<file path="src/source/exec_ctrl_pkg.sv">
`default_nettype none

package exec_ctrl_pkg;

    // ========================================
    // Decode outputs consumed by later stages.
    // ========================================
    typedef enum logic [3:0] {
        ALU_ADD,
        ALU_SUB,
        ALU_XOR,
        ALU_OR,
        ALU_AND,
        ALU_SLL,
        ALU_SRL,
        ALU_SRA,
        ALU_SLT,    // Signed less than.
        ALU_SLTU,
        ALU_EQ,
        ALU_NE,
        ALU_GE,     // Signed.
        ALU_GEU
    } alu_fn_t;

    typedef enum logic [1:0] {
        SRC_A_RS1,
        SRC_A_PC,
        SRC_A_ZERO  // For LUI.
    } src_a_sel_t;

    typedef enum logic {
        SRC_B_RS2,
        SRC_B_IMM
    } src_b_sel_t;

    typedef enum logic {TGT_PC, TGT_RS1} tgt_base_t;

endpackage

`default_nettype wire

</file>
<file path="src/source/rv_isa_pkg.sv">
`default_nettype none

package rv_isa_pkg;

    // ========================================
    // Operations handled by the execute stage.
    // ========================================
    typedef enum logic [5:0] {
        // Register-register ALU.
        OP_ADD, OP_SUB, OP_XOR, OP_OR, OP_AND,
        OP_SLL, OP_SRL, OP_SRA, OP_SLT, OP_SLTU,
        // Register-immediate ALU.
        OP_ADDI, OP_XORI, OP_ORI, OP_ANDI,
        OP_SLLI, OP_SRLI, OP_SRAI, OP_SLTI, OP_SLTIU,
        // Loads and stores.
        OP_LB, OP_LH, OP_LW, OP_LBU, OP_LHU,
        OP_SB, OP_SH, OP_SW,
        // Conditional branches.
        OP_BEQ, OP_BNE, OP_BLT, OP_BGE, OP_BLTU, OP_BGEU,
        // Jumps and upper immediates.
        OP_JAL, OP_JALR,
        OP_LUI, OP_AUIPC
    } exec_op_t;

    // Bytes per instruction, the link offset.
    localparam int PC_STEP = 4;

    // Only the low bits of a shift operand count.
    localparam int SHAMT_W = 5;

endpackage

`default_nettype wire

</file>
<file path="src/source/exec_alu.sv">
`timescale 1ns/10ps
`default_nettype none

module exec_alu
    import rv_isa_pkg::*;
    import exec_ctrl_pkg::*;
#(
    parameter int XLEN = 32
) (
    input  wire             i_clk,
    input  wire             rst_i,

    input  wire             in_valid_i,
    output logic            in_ready_o,
    input  alu_fn_t         alu_fn_i,
    input  src_a_sel_t      src_a_sel_i,
    input  src_b_sel_t      src_b_sel_i,
    input  tgt_base_t       tgt_base_i,
    input  wire             is_branch_i,
    input  wire             is_jump_i,
    input  wire             wb_en_i,
    input  wire [XLEN-1:0]  rs1_data_i,
    input  wire [XLEN-1:0]  rs2_data_i,
    input  wire [XLEN-1:0]  imm_i,
    input  wire [XLEN-1:0]  pc_i,

    output logic            out_valid_o,
    input  wire             out_ready_i,
    output logic [XLEN-1:0] alu_result_o,
    output logic [XLEN-1:0] target_o,
    output logic [XLEN-1:0] pc_o,
    output logic            is_branch_o,
    output logic            is_jump_o,
    output logic            wb_en_o
);

    typedef struct packed {
        logic [XLEN-1:0] alu_result;
        logic [XLEN-1:0] target;
        logic            is_branch;
        logic            is_jump;
        logic            wb_en;
        logic [XLEN-1:0] pc;
    } alu_payload_t;

    logic [XLEN-1:0]    op_a;
    logic [XLEN-1:0]    op_b;
    logic [SHAMT_W-1:0] shamt;
    logic [XLEN-1:0]    alu_res;
    logic [XLEN-1:0]    tgt_sum;
    logic [XLEN-1:0]    tgt_addr;
    alu_payload_t       alu_d;
    alu_payload_t       alu_q;

    // ========================================
    // Operands and function.
    // ========================================
    always_comb begin
        case (src_a_sel_i)
            SRC_A_PC:   op_a = pc_i;
            SRC_A_ZERO: op_a = '0;
            default:    op_a = rs1_data_i;
        endcase
    end

    assign op_b  = (src_b_sel_i == SRC_B_IMM) ? imm_i : rs2_data_i;
    assign shamt = op_b[SHAMT_W-1:0];

    always_comb begin
        case (alu_fn_i)
            ALU_SUB:  alu_res = op_a - op_b;
            ALU_XOR:  alu_res = op_a ^ op_b;
            ALU_OR:   alu_res = op_a | op_b;
            ALU_AND:  alu_res = op_a & op_b;
            ALU_SLL:  alu_res = op_a << shamt;
            ALU_SRL:  alu_res = op_a >> shamt;
            ALU_SRA:  alu_res = $unsigned($signed(op_a) >>> shamt);
            ALU_SLT:  alu_res = XLEN'($signed(op_a) < $signed(op_b));
            ALU_SLTU: alu_res = XLEN'(op_a < op_b);
            ALU_EQ:   alu_res = XLEN'(op_a == op_b);
            ALU_NE:   alu_res = XLEN'(op_a != op_b);
            ALU_GE:   alu_res = XLEN'($signed(op_a) >= $signed(op_b));
            ALU_GEU:  alu_res = XLEN'(op_a >= op_b);
            default:  alu_res = op_a + op_b;
        endcase
    end

    // Target adder, separate from the ALU.
    assign tgt_sum  = ((tgt_base_i == TGT_RS1) ? rs1_data_i : pc_i) + imm_i;
    assign tgt_addr = (tgt_base_i == TGT_RS1) ? {tgt_sum[XLEN-1:1], 1'b0} : tgt_sum;

    assign alu_d = '{
        alu_result: alu_res,
        target:     tgt_addr,
        is_branch:  is_branch_i,
        is_jump:    is_jump_i,
        wb_en:      wb_en_i,
        pc:         pc_i
    };

    exec_pipe_reg #(
        .payload_t (alu_payload_t)
    ) u_alu_reg (
        .i_clk       (i_clk),
        .rst_i       (rst_i),
        .in_valid_i  (in_valid_i),
        .in_ready_o  (in_ready_o),
        .in_data_i   (alu_d),
        .out_valid_o (out_valid_o),
        .out_ready_i (out_ready_i),
        .out_data_o  (alu_q)
    );

    assign alu_result_o = alu_q.alu_result;
    assign target_o     = alu_q.target;
    assign pc_o         = alu_q.pc;
    assign is_branch_o  = alu_q.is_branch;
    assign is_jump_o    = alu_q.is_jump;
    assign wb_en_o      = alu_q.wb_en;

endmodule

`default_nettype wire

</file>
<file path="src/source/exec_decode.sv">
`timescale 1ns/10ps
`default_nettype none

module exec_decode
    import rv_isa_pkg::*;
    import exec_ctrl_pkg::*;
#(
    parameter int XLEN = 32
) (
    input  wire             i_clk,
    input  wire             rst_i,

    input  wire             in_valid_i,
    output logic            in_ready_o,
    input  exec_op_t        op_i,
    input  wire [XLEN-1:0]  rs1_data_i,
    input  wire [XLEN-1:0]  rs2_data_i,
    input  wire [XLEN-1:0]  imm_i,
    input  wire [XLEN-1:0]  pc_i,

    output logic            out_valid_o,
    input  wire             out_ready_i,
    output alu_fn_t         alu_fn_o,
    output src_a_sel_t      src_a_sel_o,
    output src_b_sel_t      src_b_sel_o,
    output tgt_base_t       tgt_base_o,
    output logic            is_branch_o,
    output logic            is_jump_o,
    output logic            wb_en_o,
    output logic [XLEN-1:0] rs1_data_o,
    output logic [XLEN-1:0] rs2_data_o,
    output logic [XLEN-1:0] imm_o,
    output logic [XLEN-1:0] pc_o
);

    typedef struct packed {
        alu_fn_t          alu_fn;
        src_a_sel_t       src_a_sel;
        src_b_sel_t       src_b_sel;
        tgt_base_t        tgt_base;
        logic             is_branch;
        logic             is_jump;
        logic             wb_en;
        logic [XLEN-1:0]  rs1_data;
        logic [XLEN-1:0]  rs2_data;
        logic [XLEN-1:0]  imm;
        logic [XLEN-1:0]  pc;
    } dec_payload_t;

    dec_payload_t dec_d;
    dec_payload_t dec_q;

    // ========================================
    // Operation to control set.
    // ========================================
    always_comb begin
        dec_d           = '0;
        dec_d.rs1_data  = rs1_data_i;
        dec_d.rs2_data  = rs2_data_i;
        dec_d.imm       = imm_i;
        dec_d.pc        = pc_i;
        dec_d.src_a_sel = SRC_A_RS1;
        dec_d.src_b_sel = SRC_B_IMM;
        dec_d.tgt_base  = TGT_PC;
        dec_d.wb_en     = 1'b1;

        case (op_i)
            OP_SUB:                dec_d.alu_fn = ALU_SUB;
            OP_XOR, OP_XORI:       dec_d.alu_fn = ALU_XOR;
            OP_OR, OP_ORI:         dec_d.alu_fn = ALU_OR;
            OP_AND, OP_ANDI:       dec_d.alu_fn = ALU_AND;
            OP_SLL, OP_SLLI:       dec_d.alu_fn = ALU_SLL;
            OP_SRL, OP_SRLI:       dec_d.alu_fn = ALU_SRL;
            OP_SRA, OP_SRAI:       dec_d.alu_fn = ALU_SRA;
            OP_SLT, OP_SLTI, OP_BLT:     dec_d.alu_fn = ALU_SLT;
            OP_SLTU, OP_SLTIU, OP_BLTU:  dec_d.alu_fn = ALU_SLTU;
            OP_BEQ:                dec_d.alu_fn = ALU_EQ;
            OP_BNE:                dec_d.alu_fn = ALU_NE;
            OP_BGE:                dec_d.alu_fn = ALU_GE;
            OP_BGEU:               dec_d.alu_fn = ALU_GEU;
            default:               dec_d.alu_fn = ALU_ADD;   // Address and link math.
        endcase

        case (op_i)
            OP_ADD, OP_SUB, OP_XOR, OP_OR, OP_AND,
            OP_SLL, OP_SRL, OP_SRA, OP_SLT, OP_SLTU: begin
                dec_d.src_b_sel = SRC_B_RS2;
            end
            OP_LB, OP_LH, OP_LW, OP_LBU, OP_LHU: begin
                dec_d.tgt_base = TGT_RS1;
            end
            OP_SB, OP_SH, OP_SW: begin
                dec_d.tgt_base = TGT_RS1;
                dec_d.wb_en    = 1'b0;
            end
            OP_BEQ, OP_BNE, OP_BLT, OP_BGE, OP_BLTU, OP_BGEU: begin
                dec_d.src_b_sel = SRC_B_RS2;   // Compare rs1 with rs2.
                dec_d.is_branch = 1'b1;
                dec_d.wb_en     = 1'b0;
            end
            OP_JAL: begin
                dec_d.src_a_sel = SRC_A_PC;
                dec_d.is_jump   = 1'b1;
            end
            OP_JALR: begin
                dec_d.tgt_base = TGT_RS1;
                dec_d.is_jump  = 1'b1;
            end
            OP_LUI:   dec_d.src_a_sel = SRC_A_ZERO;
            OP_AUIPC: dec_d.src_a_sel = SRC_A_PC;
            default: ;
        endcase
    end

    exec_pipe_reg #(
        .payload_t (dec_payload_t)
    ) u_dec_reg (
        .i_clk       (i_clk),
        .rst_i       (rst_i),
        .in_valid_i  (in_valid_i),
        .in_ready_o  (in_ready_o),
        .in_data_i   (dec_d),
        .out_valid_o (out_valid_o),
        .out_ready_i (out_ready_i),
        .out_data_o  (dec_q)
    );

    assign alu_fn_o    = dec_q.alu_fn;
    assign src_a_sel_o = dec_q.src_a_sel;
    assign src_b_sel_o = dec_q.src_b_sel;
    assign tgt_base_o  = dec_q.tgt_base;
    assign is_branch_o = dec_q.is_branch;
    assign is_jump_o   = dec_q.is_jump;
    assign wb_en_o     = dec_q.wb_en;
    assign rs1_data_o  = dec_q.rs1_data;
    assign rs2_data_o  = dec_q.rs2_data;
    assign imm_o       = dec_q.imm;
    assign pc_o        = dec_q.pc;

endmodule

`default_nettype wire

</file>
<file path="src/source/exec_pipe_reg.sv">
`timescale 1ns/10ps
`default_nettype none

module exec_pipe_reg #(
    parameter type payload_t = logic
) (
    input  wire      i_clk,
    input  wire      rst_i,

    input  wire      in_valid_i,
    output logic     in_ready_o,
    input  payload_t in_data_i,

    output logic     out_valid_o,
    input  wire      out_ready_i,
    output payload_t out_data_o
);

    logic     valid_q;
    payload_t data_q;

    // Room when empty or when the held entry leaves this cycle.
    assign in_ready_o = !valid_q || out_ready_i;

    always_ff @(posedge i_clk) begin
        if (rst_i) begin
            valid_q <= 1'b0;
        end else if (in_ready_o) begin
            valid_q <= in_valid_i;   // Load, refill or drain.
        end
    end

    always_ff @(posedge i_clk) begin
        if (in_valid_i && in_ready_o) begin
            data_q <= in_data_i;
        end
    end

    assign out_valid_o = valid_q;
    assign out_data_o  = data_q;

endmodule

`default_nettype wire

</file>
<file path="src/source/exec_resolve.sv">
`timescale 1ns/10ps
`default_nettype none

module exec_resolve
    import rv_isa_pkg::*;
#(
    parameter int XLEN = 32
) (
    input  wire             i_clk,
    input  wire             rst_i,

    input  wire             in_valid_i,
    output logic            in_ready_o,
    input  wire [XLEN-1:0]  alu_result_i,
    input  wire [XLEN-1:0]  target_i,
    input  wire [XLEN-1:0]  pc_i,
    input  wire             is_branch_i,
    input  wire             is_jump_i,
    input  wire             wb_en_i,

    output logic            out_valid_o,
    input  wire             out_ready_i,
    output logic [XLEN-1:0] result_o,
    output logic [XLEN-1:0] target_o,
    output logic            branch_taken_o,
    output logic            jump_o,
    output logic            wb_en_o
);

    typedef struct packed {
        logic [XLEN-1:0] result;
        logic [XLEN-1:0] target;
        logic            branch_taken;
        logic            jump;
        logic            wb_en;
    } res_payload_t;

    res_payload_t res_d;
    res_payload_t res_q;

    // Jumps write the link address, everything else the ALU value.
    assign res_d.result       = is_jump_i ? pc_i + XLEN'(PC_STEP) : alu_result_i;
    assign res_d.target       = target_i;
    assign res_d.branch_taken = is_branch_i & alu_result_i[0];   // Compare bit.
    assign res_d.jump         = is_jump_i;
    assign res_d.wb_en        = wb_en_i;

    exec_pipe_reg #(
        .payload_t (res_payload_t)
    ) u_res_reg (
        .i_clk       (i_clk),
        .rst_i       (rst_i),
        .in_valid_i  (in_valid_i),
        .in_ready_o  (in_ready_o),
        .in_data_i   (res_d),
        .out_valid_o (out_valid_o),
        .out_ready_i (out_ready_i),
        .out_data_o  (res_q)
    );

    assign result_o       = res_q.result;
    assign target_o       = res_q.target;
    assign branch_taken_o = res_q.branch_taken;
    assign jump_o         = res_q.jump;
    assign wb_en_o        = res_q.wb_en;

endmodule

`default_nettype wire

</file>
<file path="src/source/riscv_execute.sv">
`timescale 1ns/10ps
`default_nettype none

module riscv_execute
    import rv_isa_pkg::*;
    import exec_ctrl_pkg::*;
#(
    parameter int XLEN = 32
) (
    input  wire             i_clk,
    input  wire             rst_i,

    input  wire             in_valid_i,
    output logic            in_ready_o,
    input  exec_op_t        op_i,
    input  wire [XLEN-1:0]  rs1_data_i,
    input  wire [XLEN-1:0]  rs2_data_i,
    input  wire [XLEN-1:0]  imm_i,
    input  wire [XLEN-1:0]  pc_i,

    output logic            out_valid_o,
    input  wire             out_ready_i,
    output logic [XLEN-1:0] result_o,
    output logic [XLEN-1:0] target_o,
    output logic            branch_taken_o,
    output logic            jump_o,
    output logic            wb_en_o
);

    // ========================================
    // Decode to ALU.
    // ========================================
    logic            dec_valid;
    logic            dec_ready;
    alu_fn_t         dec_alu_fn;
    src_a_sel_t      dec_src_a_sel;
    src_b_sel_t      dec_src_b_sel;
    tgt_base_t       dec_tgt_base;
    logic            dec_is_branch;
    logic            dec_is_jump;
    logic            dec_wb_en;
    logic [XLEN-1:0] dec_rs1_data;
    logic [XLEN-1:0] dec_rs2_data;
    logic [XLEN-1:0] dec_imm;
    logic [XLEN-1:0] dec_pc;

    // ========================================
    // ALU to resolve.
    // ========================================
    logic            alu_valid;
    logic            alu_ready;
    logic [XLEN-1:0] alu_result;
    logic [XLEN-1:0] alu_target;
    logic [XLEN-1:0] alu_pc;
    logic            alu_is_branch;
    logic            alu_is_jump;
    logic            alu_wb_en;

    exec_decode #(
        .XLEN (XLEN)
    ) u_decode (
        .i_clk       (i_clk),
        .rst_i       (rst_i),
        .in_valid_i  (in_valid_i),
        .in_ready_o  (in_ready_o),
        .op_i        (op_i),
        .rs1_data_i  (rs1_data_i),
        .rs2_data_i  (rs2_data_i),
        .imm_i       (imm_i),
        .pc_i        (pc_i),
        .out_valid_o (dec_valid),
        .out_ready_i (dec_ready),
        .alu_fn_o    (dec_alu_fn),
        .src_a_sel_o (dec_src_a_sel),
        .src_b_sel_o (dec_src_b_sel),
        .tgt_base_o  (dec_tgt_base),
        .is_branch_o (dec_is_branch),
        .is_jump_o   (dec_is_jump),
        .wb_en_o     (dec_wb_en),
        .rs1_data_o  (dec_rs1_data),
        .rs2_data_o  (dec_rs2_data),
        .imm_o       (dec_imm),
        .pc_o        (dec_pc)
    );

    exec_alu #(
        .XLEN (XLEN)
    ) u_alu (
        .i_clk        (i_clk),
        .rst_i        (rst_i),
        .in_valid_i   (dec_valid),
        .in_ready_o   (dec_ready),
        .alu_fn_i     (dec_alu_fn),
        .src_a_sel_i  (dec_src_a_sel),
        .src_b_sel_i  (dec_src_b_sel),
        .tgt_base_i   (dec_tgt_base),
        .is_branch_i  (dec_is_branch),
        .is_jump_i    (dec_is_jump),
        .wb_en_i      (dec_wb_en),
        .rs1_data_i   (dec_rs1_data),
        .rs2_data_i   (dec_rs2_data),
        .imm_i        (dec_imm),
        .pc_i         (dec_pc),
        .out_valid_o  (alu_valid),
        .out_ready_i  (alu_ready),
        .alu_result_o (alu_result),
        .target_o     (alu_target),
        .pc_o         (alu_pc),
        .is_branch_o  (alu_is_branch),
        .is_jump_o    (alu_is_jump),
        .wb_en_o      (alu_wb_en)
    );

    exec_resolve #(
        .XLEN (XLEN)
    ) u_resolve (
        .i_clk          (i_clk),
        .rst_i          (rst_i),
        .in_valid_i     (alu_valid),
        .in_ready_o     (alu_ready),
        .alu_result_i   (alu_result),
        .target_i       (alu_target),
        .pc_i           (alu_pc),
        .is_branch_i    (alu_is_branch),
        .is_jump_i      (alu_is_jump),
        .wb_en_i        (alu_wb_en),
        .out_valid_o    (out_valid_o),
        .out_ready_i    (out_ready_i),
        .result_o       (result_o),
        .target_o       (target_o),
        .branch_taken_o (branch_taken_o),
        .jump_o         (jump_o),
        .wb_en_o        (wb_en_o)
    );

endmodule

`default_nettype wire

</file>
<file path="config.mk">
export PLATFORM = sky130hd
export DESIGN_NAME = riscv_execute
export DESIGN_NICKNAME = d
export VERILOG_FILES = /design/src/source/exec_ctrl_pkg.sv /design/src/source/rv_isa_pkg.sv /design/src/source/exec_alu.sv /design/src/source/exec_decode.sv /design/src/source/exec_pipe_reg.sv /design/src/source/exec_resolve.sv /design/src/source/riscv_execute.sv
export SDC_FILE = /design/constraint.sdc
export NUM_CORES = 1
export LEC_CHECK = 0
export BUFFER_PORTS_ARGS = -buffer_cell sky130_fd_sc_hd__clkbuf_2
export CAP_MARGIN = 20
export CORE_UTILIZATION = 30
export CTS_BUF_LIST = sky130_fd_sc_hd__clkbuf_16
export DETAILED_ROUTE_END_ITERATION = 6
export PLACE_DENSITY_LB_ADDON = 0.2
export SETUP_SLACK_MARGIN = 0.1
export SLEW_MARGIN = 20
export SYNTH_ARGS = -nofsm -noshare
export SYNTH_HDL_FRONTEND = slang
export SYNTH_SLANG_ARGS = --single-unit
</file>
<file path="constraint.sdc">
create_clock -name i_clk -period 11 [get_ports i_clk]
set_clock_uncertainty 0.05 [all_clocks]
set_input_delay 1.1 -clock i_clk [delete_from_list [all_inputs] [get_ports i_clk]]
set_output_delay 1.1 -clock i_clk [all_outputs]
set_load 0.03 [all_outputs]
</file>
==> results of run 1 <==
kinds of logic (layout without fill, tap and decap cells):
| group | count (synthesis) | count (layout) | synth area share (%) |
|---|---|---|---|
| AOI/OAI and AO/OA | 768 | 768 | 22.9 |
| and+or+nand+nor | 660 | 660 | 13.5 |
| DFF | 308 | 308 | 41.8 |
| buffers and inverters | 269 | 436 | 5.07 |
| adders and majority gates | 137 | 137 | 7.88 |
| muxes | 118 | 118 | 6.45 |
| xor gates and xnor gates | 61 | 61 | 2.42 |
worst max-delay path, cell delays in order (launching register included):
cell	delay, ns
edfxtp_1	0.37
ha_2	0.32
buf_4	0.48
inv_2	0.34
a31oi_1	0.65
inv_1	0.23
fa_1	0.49
nor2b_1	0.16
o21ai_0	0.41
a21oi_1	0.22
o31ai_1	0.57
o31ai_2	0.25
a221oi_1	0.53
nor2b_1	0.10
o22ai_1	0.46
nand3_1	0.13
a21o_1	0.18
power by group through the flow:
stage	combinational [W]	sequential (W)	clock (W)
final	0.00148	0.00148	0.00118
after global routing	0.00159	0.00148	0.00125
after CTS	0.00145	0.00148	0.00120
after detailed placement	0.00145	0.00150	0
after global placement	0.00145	0.00150	0
after floorplan	0.000962	0.00150	0
stage by stage:
stage	worst slack (ns)	area, sq um	hold WS, ns	std cells	utilization (%)
global placement	5.06	24000	0.350	3383	32.9
floorplan	1.88	22000	0.350	2321	-
global route	4.58	25200	0.376	3447	34.5
CTS	4.91	25100	0.371	3446	34.5
detailed placement	4.90	24000	0.356	3383	32.9
finish	4.81	25200	0.370	3447	34.5
cells in the mapped netlist, drive strengths merged, types with 9 or more instances:
cell type / n
o21ai: 179
a211oi: 22
nand2b: 13
clkbuf: 81
ha: 134
o311ai: 12
a2111oi: 10
inv: 131
mux2: 71
nor2b: 19
a21oi: 201
o31ai: 9
xor2: 26
a21o: 38
nand4: 16
nor3: 49
o211ai: 53
edfxtp: 305
mux4: 10
a211o: 9
nor2: 223
nor4: 10
a221oi: 23
and3: 16
buf: 56
o21a: 17
and2: 26
o22ai: 33
mux2i: 37
nand2: 196
xnor2: 35
a31oi: 36
or2: 9
a22oi: 10
o21bai: 16
a221o: 15
o221ai: 12
nand3: 62
cell usage in the layout (no fill, tap or decap), types with 34 or more instances in the layout:
cell | synthesis | routed
a21o_1 | 38 | 38
a21oi_1 | 197 | 197
buf_4 | 5 | 34
clkbuf_16 | 0 | 36
clkbuf_2 | 0 | 206
edfxtp_1 | 305 | 305
ha_1 | 134 | 133
inv_1 | 126 | 129
mux2_2 | 70 | 70
nand2_1 | 196 | 195
nand3_1 | 62 | 62
nor2_1 | 223 | 223
nor3_1 | 49 | 46
o211ai_1 | 51 | 51
o21ai_0 | 161 | 161
xnor2_1 | 35 | 35
worst paths after layout:
check	from	endpoint	slack, ns	cells past startpoint
worst max-delay path	u_decode.u_dec_reg.out_data_o[133]	u_alu.u_alu_reg.out_data_o[67]	4.81	16
worst min-delay path	u_decode.u_dec_reg.out_data_o[130]	u_alu.u_alu_reg.out_data_o[34]	0.37	0
worst max register to register	u_decode.u_dec_reg.out_data_o[133]	u_alu.u_alu_reg.out_data_o[67]	4.81	16
worst min register to register	u_decode.u_dec_reg.out_data_o[130]	u_alu.u_alu_reg.out_data_o[34]	0.37	0
sequential cells by signal (all words and copies together), names as in the netlist:
| signal | flops |
|---|---|
| u_decode.u_dec_reg.out_valid_o | 1 |
| u_resolve.u_res_reg.out_valid_o | 1 |
| u_decode.u_dec_reg.out_data_o | 139 |
| u_resolve.u_res_reg.out_data_o | 67 |
| u_alu.u_alu_reg.out_data_o | 99 |
| u_alu.u_alu_reg.out_valid_o | 1 |
layer usage:
metal	routed length (um)	up-vias	global-route usage [%]
li1	-	9002	-
met1	38300	9725	30.5
met2	42700	833	39.3
met3	5160	139	3.08
met4	2540	4	6.72
met5	33	-	0
final cells by class:
class                      instances  share of cell area (%)
clock buffer                      36                    3.58
clock inverter                    27                   0.960
inverter                         132                    1.98
multi-input combinational       1744                    46.8
sequential                       308                    36.6
tap                              959                    4.77
timing repair buffer             241                    5.22
==> impl_metrics.toml, run 1 <==
[outcome]
status = "completed"

[clock_tree]
path_clk_slew_ns = 0.09
cts_resized = 0
cts-root-buf = "clkbuf_16"
clk_latency_ns = 0.57
cts.sinks = 308
htreeDepth = 2
cts-hold-fix-buffers = 0
cts.path.max_buffers = 3
cts_tree = "yes"
cts_setup_buffers = 0
cts_buffers = 35

[finish]
nets = 2737
diodes = 0
area_delta_synth_final_pct = 14.1
seqCellArea_sq_mm = 0.00922
multi_input_area_sq_mm = 0.0118
post_route_cells_drive_above_1_share_pct = 17.1
fillCellCount = 7565

[grt]
grt_pass1_wl_mm = 129
grt_usage_pct = 23.2
antenna_found_initial = 4
grt_overflow = 0
grt_pass1_vias = 19046
grt_max_degree = 69

[yosys]
synth-main-ff-cell = "edfxtp_1"
synth-seq-cells = 308
ys_types = 90
synth_top_cell_area_share_pct = 41.5
netlist_instances = 2321
yosysWarningCount = 0
seq_area_frac_synth_pct = 41.8
synth_nets = 2596
synth_edf_count = 305
yosysTopAreaCell = "edfxtp_1"
synth_area_sq_mm = 0.0220
yosys-top-cells-area = "edfxtp_1 (42%), ha_1 (7.6%), a21oi_1 (4.5%), nor2_1 (3.8%), o21ai_0 (3.7%)"
ys_async_sr_fraction_pct = 0
avgSynthCellArea_sq_um = 9.50

[worst_setup_path]
critPathLaunchType = "flip-flop"
crit_type = "reg2reg"
end_kind = "flip-flop"
critPathArrivalTime_ns = 6.47
crit_fanout = 68
crit_required_ns = 11.29

[detailed_routing]
finalWirelength_mm = 88.8
first_pass_iters = 7
via_per_inst = 5.72
via_count = 19703
drc = 0
first_iter_violations = 1925
final_antenna_net_count = 0
wire_per_inst_um = 25.7

[power]
switchingPower_w = 0.00155
intPower_w = 0.00258
power.share.clock_pct = 28.5
peakVddDrop_mv = 0.129
power.total_w = 0.00413
p_seq_share_pct = 35.7
pwr-share-comb_pct = 35.8
p_sw_share_pct = 37.6
p_leak_nw = 9.70
powerDensity_mw_per_mm2 = 164

[sta]
slew_headroom_pct = 18.8
tns_ns = 0
layout_min_cycle_time_ns = 6.19
worstMarginPinSlew_ns = 1.21
setup_violations = 0
max_freq_mhz = 162
report.final.slew_viol_count = 0
rsz0062_at_grt = "false"
hold_violations = 0
fin_crit_sh_pct = 56.3

[placement]
io_buffer_count = 206
routabilityCongestion = 0.961
dpl.hpwl_mm = 67.0

[run]
cap_violations = 0

[die]
num_rows = 99
fp.dieW_um = 273
start_util_pct = 30.3
die-area_sq_mm = 0.0746
die_h_um = 273
core_sq_mm = 0.0728
pin_count = 207

[worst_hold_path]
hold_path.class = "reg2reg"
Note: power is estimated with default switching activity, not from simulation.
==> run 2, diff against run 1 <==
Clock period 11 ns to 6.36 ns, I/O delays scaled along.
==> run 2 against run 1 <==
Net effect:
- critical path depth did not move
- die area unchanged
- sequential cell count stayed put
- hold slack worse by 0.16 ns
- count of clock-buffer cells in the layout unchanged
- largest cell class unchanged
- final cell count rose by 0.20%
- routed wire length grew 0.75%
- sequential share of layout area is 0.085 points lower
- combinational power grew 74%
==> impl_metrics.toml, run 2 (synthesized netlist as in run 1, its figures left out) <==
[power]
peakVddDrop_mv = 0.242
p_leak_nw = 9.75
powerDensity_mw_per_mm2 = 286

[finish]
nets = 2744
final_cell_mix = "edfxtp_1 (305), nor2_1 (223), clkbuf_2 (206)"
layout_commonest_cell = "edfxtp_1"
post_route_cells_drive_above_1_share_pct = 17.3
diodes = 0
area_delta_synth_final_pct = 14.4
final_cells = 3454
fillCellCount = 7553
largest_reg_flops = 139
seqCellArea_sq_mm = 0.00922
multi_input_area_sq_mm = 0.0118

[detailed_routing]
first_iter_violations = 1815
first_pass_iters = 7
drc = 0
via_count = 19696
final_antenna_net_count = 0
finalWirelength_mm = 89.4
via_per_inst = 5.70
wire_per_inst_um = 25.9

[placement]
dp_slack_ns = 0.952
routabilityCongestion = 0.984
dp.cells = 3391
dpl.hpwl_mm = 68.0
io_buffer_count = 206

[sta]
finalWorstSetupSlack_ns = 0.824
rsz0062_at_grt = "false"
tns_ns = 0
max_freq_mhz = 181
worstMarginPinSlew_ns = 1.32
fin_crit_sh_pct = 87.1
hold_violations = 0
layout_min_cycle_time_ns = 5.54
setup_violations = 0
report.final.slew_viol_count = 0
slew_headroom_pct = 11.3

[worst_setup_path]
crit_type = "reg2reg"
crit_required_ns = 6.71
max_stage_delay_ns = 0.94
crit_buf_inv = 2
slowest_stage = "nor3_1"
end_kind = "flip-flop"
critPathArrivalTime_ns = 5.89
crit_fanout = 29
critPathLaunchType = "flip-flop"
path_cells = "inv_1, ha_2, buf_4, nand2_1, o21ai_0, ha_1, nor3_1, nand3_1, nor4_1, nor3_1, o211ai_1, and3_1, o21ai_0, o2bb2ai_1, mux2_2, o221ai_1"
critical-path-top-delay-family = "simple AND/OR/NAND/NOR gates"

[grt]
grt_max_degree = 140
antenna_found_initial = 1
grt_usage_pct = 23.5
grt_pass1_wl_mm = 130
grt_overflow = 0
grt_pass1_vias = 19393

[clock_tree]
htreeDepth = 2
path_clk_slew_ns = 0.08
cts_tree = "yes"
cts.path.max_buffers = 3
cts_setup_buffers = 0
cts_buffers = 35
cts_resized = 0
clk_latency_ns = 0.57
cts-root-buf = "clkbuf_16"
cts-hold-fix-buffers = 0
cts.sinks = 308

[worst_hold_path]
hold_path.class = "in2reg"

[die]
die_h_um = 273
start_util_pct = 30.3
fp.dieW_um = 273
core_sq_mm = 0.0728
num_rows = 99
die-area_sq_mm = 0.0746
pin_count = 207

[run]
cap_violations = 0

[outcome]
status = "completed"
==> run 2: cell types whose count changed in the layout (fill, tap and decap cells not counted), sizes merged <==
cell,delta
buf,+7
bufinv,+1
clkinv,-1
clkinvlp,-1
inv,+1
==> run 2: final timing paths <==
kind                                                          from                                  to  slack (ns)  depth (start not counted)
worst min-delay path                                      pc_i[27]   u_decode.u_dec_reg.out_data_o[27]        0.21                          1
worst max-delay path            u_decode.u_dec_reg.out_data_o[134]      u_alu.u_alu_reg.out_data_o[97]        0.82                         16
worst min register to register      u_alu.u_alu_reg.out_data_o[66]  u_resolve.u_res_reg.out_data_o[34]        0.37                          0
worst max register to register  u_decode.u_dec_reg.out_data_o[134]      u_alu.u_alu_reg.out_data_o[97]        0.82                         16
==> run 2: area by class of cell <==
class	count	area share, %
clock inverter	27	1.03
inverter	132	1.97
timing repair buffer	248	5.39
multi-input combinational	1744	46.7
sequential	308	36.6
clock buffer	36	3.57
tap	959	4.76
==> run 2: where the power goes <==
| part | total (W) | leakage [nW] | internal (W) | switching [W] |
|---|---|---|---|---|
| sequential | 0.00256 | 2.92 | 0.00246 | 0.0000999 |
| combinational | 0.00258 | 6.25 | 0.000846 | 0.00173 |
| clock | 0.00207 | 0.576 | 0.00120 | 0.000865 |
==> run 2: routing by layer <==
layer  part of all wire, %  GRT usage (%)
met1                    43           30.7
met2                    48           39.6
met3                   6.1           3.15
met4                   3.4           7.85
met5                     0              0
==> run 2: metrics by stage <==
step	util (%)	area (sq um)	hold WS (ns)	power, W
finish	34.6	25200	0.206	0.00720
global route	34.6	25200	0.191	0.00753
CTS	34.6	25200	0.184	0.00721
detailed placement	33.0	24100	0.355	0.00512
global placement	33.0	24100	0.353	0.00512
floorplan	-	22100	0.350	0.00425
